<file path="config.mk">
export PLATFORM = sky130hd
export DESIGN_NAME = sample_fifo_flat
export DESIGN_NICKNAME = d
export VERILOG_FILES = /design/src/source/sgd_layout_pkg.sv /design/src/source/plane_if.sv /design/src/source/sample_fifo.sv /design/src/flat_wrapper.sv
export SDC_FILE = /design/constraint.sdc
export NUM_CORES = 2
export LEC_CHECK = 0
export ABC_AREA = 1
export BUFFER_PORTS_ARGS = -buffer_cell sky130_fd_sc_hd__buf_4
export CAP_MARGIN = 5
export CELL_PAD_IN_SITES_DETAIL_PLACEMENT = 1
export CELL_PAD_IN_SITES_GLOBAL_PLACEMENT = 1
export CORE_MARGIN = 1
export CORE_UTILIZATION = 25
export CTS_CLUSTER_SIZE = 14
export DETAILED_ROUTE_END_ITERATION = 8
export PLACE_DENSITY = 0.51
export SYNTH_ARGS = -nofsm -noshare
export SYNTH_HDL_FRONTEND = slang
export SYNTH_SLANG_ARGS = --single-unit
</file>
<file path="constraint.sdc">
create_clock -name clk -period 6.3 [get_ports clk]
set_input_delay 0.63 -clock clk [delete_from_list [all_inputs] [get_ports clk]]
set_output_delay 0.63 -clock clk [all_outputs]
set_load 0.1 [all_outputs]
</file>
<file path="src/source/sgd_layout_pkg.sv">
// layout constants of the bit-plane stream and defaults of the top-level parameters
// planes are one bit per feature per sample, most significant plane first
package sgd_layout_pkg;

    //////////////////////////////////////////////////////////////////////
    // arithmetic widths
    //////////////////////////////////////////////////////////////////////

    // weights, dot products, losses and gradients, all wrap mod 2^32
    localparam int WEIGHT_WIDTH = 32;

    // longest batch in planes, and width of the plane counters
    localparam int MAX_BITS   = 16;
    localparam int BITS_WIDTH = 5;

    //////////////////////////////////////////////////////////////////////
    // defaults for sgd_top
    //////////////////////////////////////////////////////////////////////
    localparam int DEFAULT_NUM_BANKS    = 8;
    localparam int DEFAULT_NUM_FEATURES = 8;
    // 32 entries, must stay >= MAX_BITS
    localparam int DEFAULT_FIFO_DEPTH_BITS = 5;

endpackage

</file>
<file path="src/source/plane_if.sv">
// valid/ready stream of bit planes; source holds data and last while stalled
`timescale 1ns/1ps

interface plane_if #(
    parameter int NUM_BANKS    = sgd_layout_pkg::DEFAULT_NUM_BANKS,
    parameter int NUM_FEATURES = sgd_layout_pkg::DEFAULT_NUM_FEATURES
);
    // bit (bank * NUM_FEATURES + feature) of one plane
    logic [NUM_BANKS*NUM_FEATURES-1:0] data;
    logic valid;
    // final plane of a batch
    logic last;
    logic ready;

    // producer side
    modport source (output valid, output data, output last, input ready);

    // consumer side
    modport sink (input valid, input data, input last, output ready);

endinterface

</file>
<file path="src/source/sample_fifo.sv">
// register-array fifo with fall-through read; depth 2**FIFO_DEPTH_BITS
`timescale 1ns/1ps

module sample_fifo #(
    parameter int NUM_BANKS       = sgd_layout_pkg::DEFAULT_NUM_BANKS,
    parameter int NUM_FEATURES    = sgd_layout_pkg::DEFAULT_NUM_FEATURES,
    parameter int FIFO_DEPTH_BITS = sgd_layout_pkg::DEFAULT_FIFO_DEPTH_BITS
) (
    input  logic   clk,
    input  logic   reset,
    plane_if.sink  wr,
    plane_if.source rd
);

    localparam int PLANE_WIDTH = NUM_BANKS * NUM_FEATURES;
    localparam int DEPTH       = 2 ** FIFO_DEPTH_BITS;

    // storage, plane plus its last flag
    logic [PLANE_WIDTH-1:0] mem_data [DEPTH];
    logic                   mem_last [DEPTH];

    logic [FIFO_DEPTH_BITS-1:0] wr_ptr;
    logic [FIFO_DEPTH_BITS-1:0] rd_ptr;
    logic [FIFO_DEPTH_BITS:0]   count;
    logic push;
    logic pop;

    // count msb is set only when all DEPTH entries are used
    assign wr.ready = !count[FIFO_DEPTH_BITS];
    assign rd.valid = (count != '0);
    assign rd.data  = mem_data[rd_ptr];
    assign rd.last  = mem_last[rd_ptr];

    assign push = wr.valid && wr.ready;
    assign pop  = rd.valid && rd.ready;

    always_ff @(posedge clk)
    begin
        if (push)
        begin
            mem_data[wr_ptr] <= wr.data;
            mem_last[wr_ptr] <= wr.last;
        end
    end

    // pointers wrap naturally at the power-of-two depth
    always_ff @(posedge clk)
    begin
        if (reset)
        begin
            wr_ptr <= '0;
            rd_ptr <= '0;
            count  <= '0;
        end
        else
        begin
            if (push)
            begin
                wr_ptr <= wr_ptr + 1'b1;
            end
            if (pop)
            begin
                rd_ptr <= rd_ptr + 1'b1;
            end
            case ({push, pop})
                2'b10:   count <= count + 1'b1;
                2'b01:   count <= count - 1'b1;
                default: count <= count;
            endcase
        end
    end

endmodule

</file>
<file path="src/flat_wrapper.sv">
// flat-port wrapper written by rule: the top's interface ports become plain ports
module sample_fifo_flat 
#(
    parameter int NUM_BANKS       = sgd_layout_pkg::DEFAULT_NUM_BANKS,
    parameter int NUM_FEATURES    = sgd_layout_pkg::DEFAULT_NUM_FEATURES,
    parameter int FIFO_DEPTH_BITS = sgd_layout_pkg::DEFAULT_FIFO_DEPTH_BITS
)
  (clk, reset, wr_valid, wr_data, wr_last, wr_ready, rd_valid, rd_data, rd_last, rd_ready);
  plane_if #(.NUM_BANKS(NUM_BANKS), .NUM_FEATURES(NUM_FEATURES)) wr_i ();
  plane_if #(.NUM_BANKS(NUM_BANKS), .NUM_FEATURES(NUM_FEATURES)) rd_i ();
  input  logic clk;
  input  logic reset;
  input wire logic [$bits(wr_i.valid)-1:0] wr_valid;
  input wire logic [$bits(wr_i.data)-1:0] wr_data;
  input wire logic [$bits(wr_i.last)-1:0] wr_last;
  output wire logic [$bits(wr_i.ready)-1:0] wr_ready;
  output wire logic [$bits(rd_i.valid)-1:0] rd_valid;
  output wire logic [$bits(rd_i.data)-1:0] rd_data;
  output wire logic [$bits(rd_i.last)-1:0] rd_last;
  input wire logic [$bits(rd_i.ready)-1:0] rd_ready;
  assign wr_i.valid = wr_valid;
  assign wr_i.data = wr_data;
  assign wr_i.last = wr_last;
  assign wr_ready = wr_i.ready;
  assign rd_valid = rd_i.valid;
  assign rd_data = rd_i.data;
  assign rd_last = rd_i.last;
  assign rd_i.ready = rd_ready;
  sample_fifo #(.NUM_BANKS(NUM_BANKS), .NUM_FEATURES(NUM_FEATURES), .FIFO_DEPTH_BITS(FIFO_DEPTH_BITS)) u_core (.clk(clk), .reset(reset), .wr(wr_i), .rd(rd_i));
endmodule
</file>
==> run metrics <==
DR vias=54.4k; final hold vios=0; Area contributors post-synth=edfxtp_1, nand3_1, nand2_1; Rel. slew slack=0.117; syn nets=6811; Buf+Inv Stages, Crit Path=2; Min-Delay Path Class=input pin to flip-flop; Layout fillers=36.4k; number of flops mapped to enable cells by yosys=2080; dpl ws=2.21 ns; CTS Buf Count=233; CTS tree=done; sequential power share=0.412; DRT antenna net count=0; die extent in y=582 um; # clock sinks=2101; routed wire length=286 mm; RR Endpoint=u_core.mem_data[4][37]$_DFFE_PP_; fin cells=11.4k; worst path arrival time=4.15 ns; clk slew on worst S/H paths=0.06 ns; Slew @ Worst Pin=1.32 ns; area leader, netlist=edfxtp_1; Top FF cell, synth=edfxtp_1; PortBufs=135; area of the multi-input gates=18300 um^2; initial core utilization=0.252; crit share post-route=0.758; yosys warns=0; fraction of layout cells with a size suffix above 1=0.0838; via/cell ratio=4.75; gr usage total=0.165; Max H-tree Level=4; drt initial violations=4248; final worst slack=1.52 ns; CTS Buffer Depth=4; Worst VDD drop=0.000490 V; vias in the first global route=56.3k; placed insts=11.0k; first-pass GRT wire length=411 mm; # setup viols final=0; outcome=complete, no violations; grt ovf=0; hold_ws=0.134 ns; area of the die=339000 um^2; Root Buffer=clkbuf_16; Post-Layout Inst Area=96900 um^2; setup repair after global routing missed its margin=false; switch share=0.335; DP Wirelength=135 mm; synth-to-layout area growth=15.1%; GP Congestion=0.722; Comb pwr share=0.241; Storage cell area=62900 um^2; Slowest-stage cell, CP=dfxtp_4; Period minus WS final=4.78 ns; delay of the slowest critical-path stage=0.97 ns; Final Util=0.290; Setup crit end=rd_data[14]; NetSw=12.8 mW; Leak=32.4 nW; max-slew violations=0; Synth Register Bits=2101; sequential element share of the synthesized area=0.747; worst r2r path cells=6; R2R setup slack=2.73 ns; number of distinct library cells after synthesis=29; initial antenna violation count=21; placed inst area=89700 um^2; Die Wd=582 um; Layout Skew=0.0557 ns; Post-layout nets=6844; launch point of the worst reg-to-reg path=u_core.count[5]$_SDFFE_PP0P_; P_int=25.4 mW; core box area=334000 um^2; worst-skew pair later-pin latency=0.91 ns; Post CTS Setup Buffer Count=0; CP Launch Type=flip-flop; CP required=5.67 ns; top-area cell type share of the netlist area=0.742; number of detailed-route iterations in the first pass=5; row count=212; Mean Syn Cell Area=12.5 um^2; cell family with most CP delay=buffers and inverters; Synth Cell Area=84200 um^2; Critical Path Stages=6; CP max FO=135; number of max-cap violations=0; async set-or-reset flop fraction in the synthesized netlist=0; Clk pwr share=0.347; Critical Path Sink Type=output port; DRC=0; WL per Instance=25.0 um; crit path cell chain=buf_12 -> nand3_1 -> a21oi_1 -> o21ai_0 -> nand2_1 -> buf_4; I/O Pins=136; largest net degree at the start of global routing=315; fmax=209 MHz; Pwr per Cell Area=394 nW/um^2; Post-Syn Instances=6734; crit path kind=flip-flop to output port
## worst min-delay path by stage
stage | end | cells after the start | slack [ns] | start
floorplan | flip-flop | 1 | 0.46 | u_core.rd_ptr[0]$_SDFFE_PP0N_
global placement | u_core.rd_ptr[0]$_SDFFE_PP0N_ | 1 | 0.48 | u_core.rd_ptr[0]$_SDFFE_PP0N_
detailed placement | u_core.rd_ptr[0]$_SDFFE_PP0N_ | 1 | 0.50 | u_core.rd_ptr[0]$_SDFFE_PP0N_
CTS | u_core.mem_data[6][58]$_DFFE_PP_ | 1 | 0.07 | wr_data[58]
global route | u_core.mem_data[17][58]$_DFFE_PP_ | 1 | 0.11 | wr_data[58]
finish | u_core.mem_data[21][24]$_DFFE_PP_ | 1 | 0.13 | wr_data[24]
## power groups by stage
stage	registers (mW)	clock network [mW]	logic (mW)
final	15.7	13.3	9.19
after global routing	15.7	14.0	10.1
after CTS	15.7	13.6	9.37
after detailed placement	16.0	0	9.35
after global placement	16.0	0	9.25
after floorplan	16.0	0	6.84
## cell families (layout without fill, tap and decap cells)
| family | count (synthesis) | after routing | share of synthesized area |
|---|---|---|---|
| AO/OA/AOI/OAI | 553 | 553 | 0.0343 |
| XOR/XNOR | 4 | 4 | 0.000416 |
| adder cells (fa/ha/maj) | 8 | 8 | 0.00119 |
| buffers and inverters | 567 | 781 | 0.0387 |
| flip-flops | 2101 | 2101 | 0.747 |
| other | 0 | 4 | 0 |
| AND/OR/NAND/NOR | 3501 | 3501 | 0.179 |
## synth_stat cells, types with 2 or more instances
master	number
buf_6	91
clkbuf_2	2
dfxtp_1	21
o22ai_1	94
o21ai_1	18
nor3_1	7
xor2_1	2
buf_1	26
buf_12	2
xnor2_1	2
edfxtp_1	2080
a21oi_1	151
o21ai_0	287
ha_1	8
inv_2	2
buf_8	2
inv_1	117
nor2_1	236
clkbuf_1	104
nand3_1	1518
buf_4	45
buf_2	175
o31ai_1	2
nand2_1	1737
## through the flow
stage / power [mW] / TNS (ns)
final: 38.2 / 0
after global routing: 39.8 / 0
after CTS: 38.7 / 0
after detailed placement: 25.4 / 0
after global placement: 25.3 / 0
after floorplan: 22.8 / -16.72
## routing by layer
| layer | global-route usage | vias to the layer above | wire length, um |
|---|---|---|---|
| li1 | - | 24300 | - |
| met1 | 0.223 | 28600 | 130000 |
| met2 | 0.282 | 1135 | 138000 |
| met3 | 0.0223 | 384 | 12100 |
| met4 | 0.0348 | 22 | 5450 |
| met5 | 0 | - | 142 |
## final cells by class
class                      instances  area share
sequential                      2101       0.649
timing repair buffer             245      0.0244
inverter                         120     0.00520
tap                             4494      0.0580
clock inverter                   117      0.0110
antenna                            4    0.000103
multi-input combinational       4066       0.189
clock buffer                     299      0.0634
## registers in the layout, indices dropped and copies added, names as in the netlist, named ones only
register         count
u_core.rd_ptr        5
u_core.count         6
u_core.wr_ptr        5
u_core.mem_data   2048
u_core.mem_last     32
## what timing repair did
item	in CTS	in global routing
hold endpoints to repair	3	0
gates resized for setup	0	0
hold buffers	1	0
## worst register-to-register path: stages (launching register included)
cell and delay [ns]:
dfxtp_1 0.32, inv_1 0.17, nand2_1 0.39, inv_1 0.25, nand2_1 0.49, nor2_4 0.94
buf_4 0.62
## layout by cell type, fill, tap and decap left out, types with 5 or more instances in the layout
cell,synthesis,final
nor2_4,0,29
a21oi_1,151,151
buf_4,45,202
o21ai_0,287,287
o21ai_1,18,18
clkbuf_16,0,236
dfxtp_1,21,16
nand2_1,1737,1737
buf_12,2,42
ha_1,8,8
dfxtp_4,0,5
inv_1,117,115
bufinv_16,0,20
clkinv_2,0,32
nor2_1,236,207
o22ai_1,94,94
clkbuf_1,104,63
clkinv_1,0,57
nand3_1,1518,1518
edfxtp_1,2080,2080
Note: power is estimated with default switching activity, not from simulation.
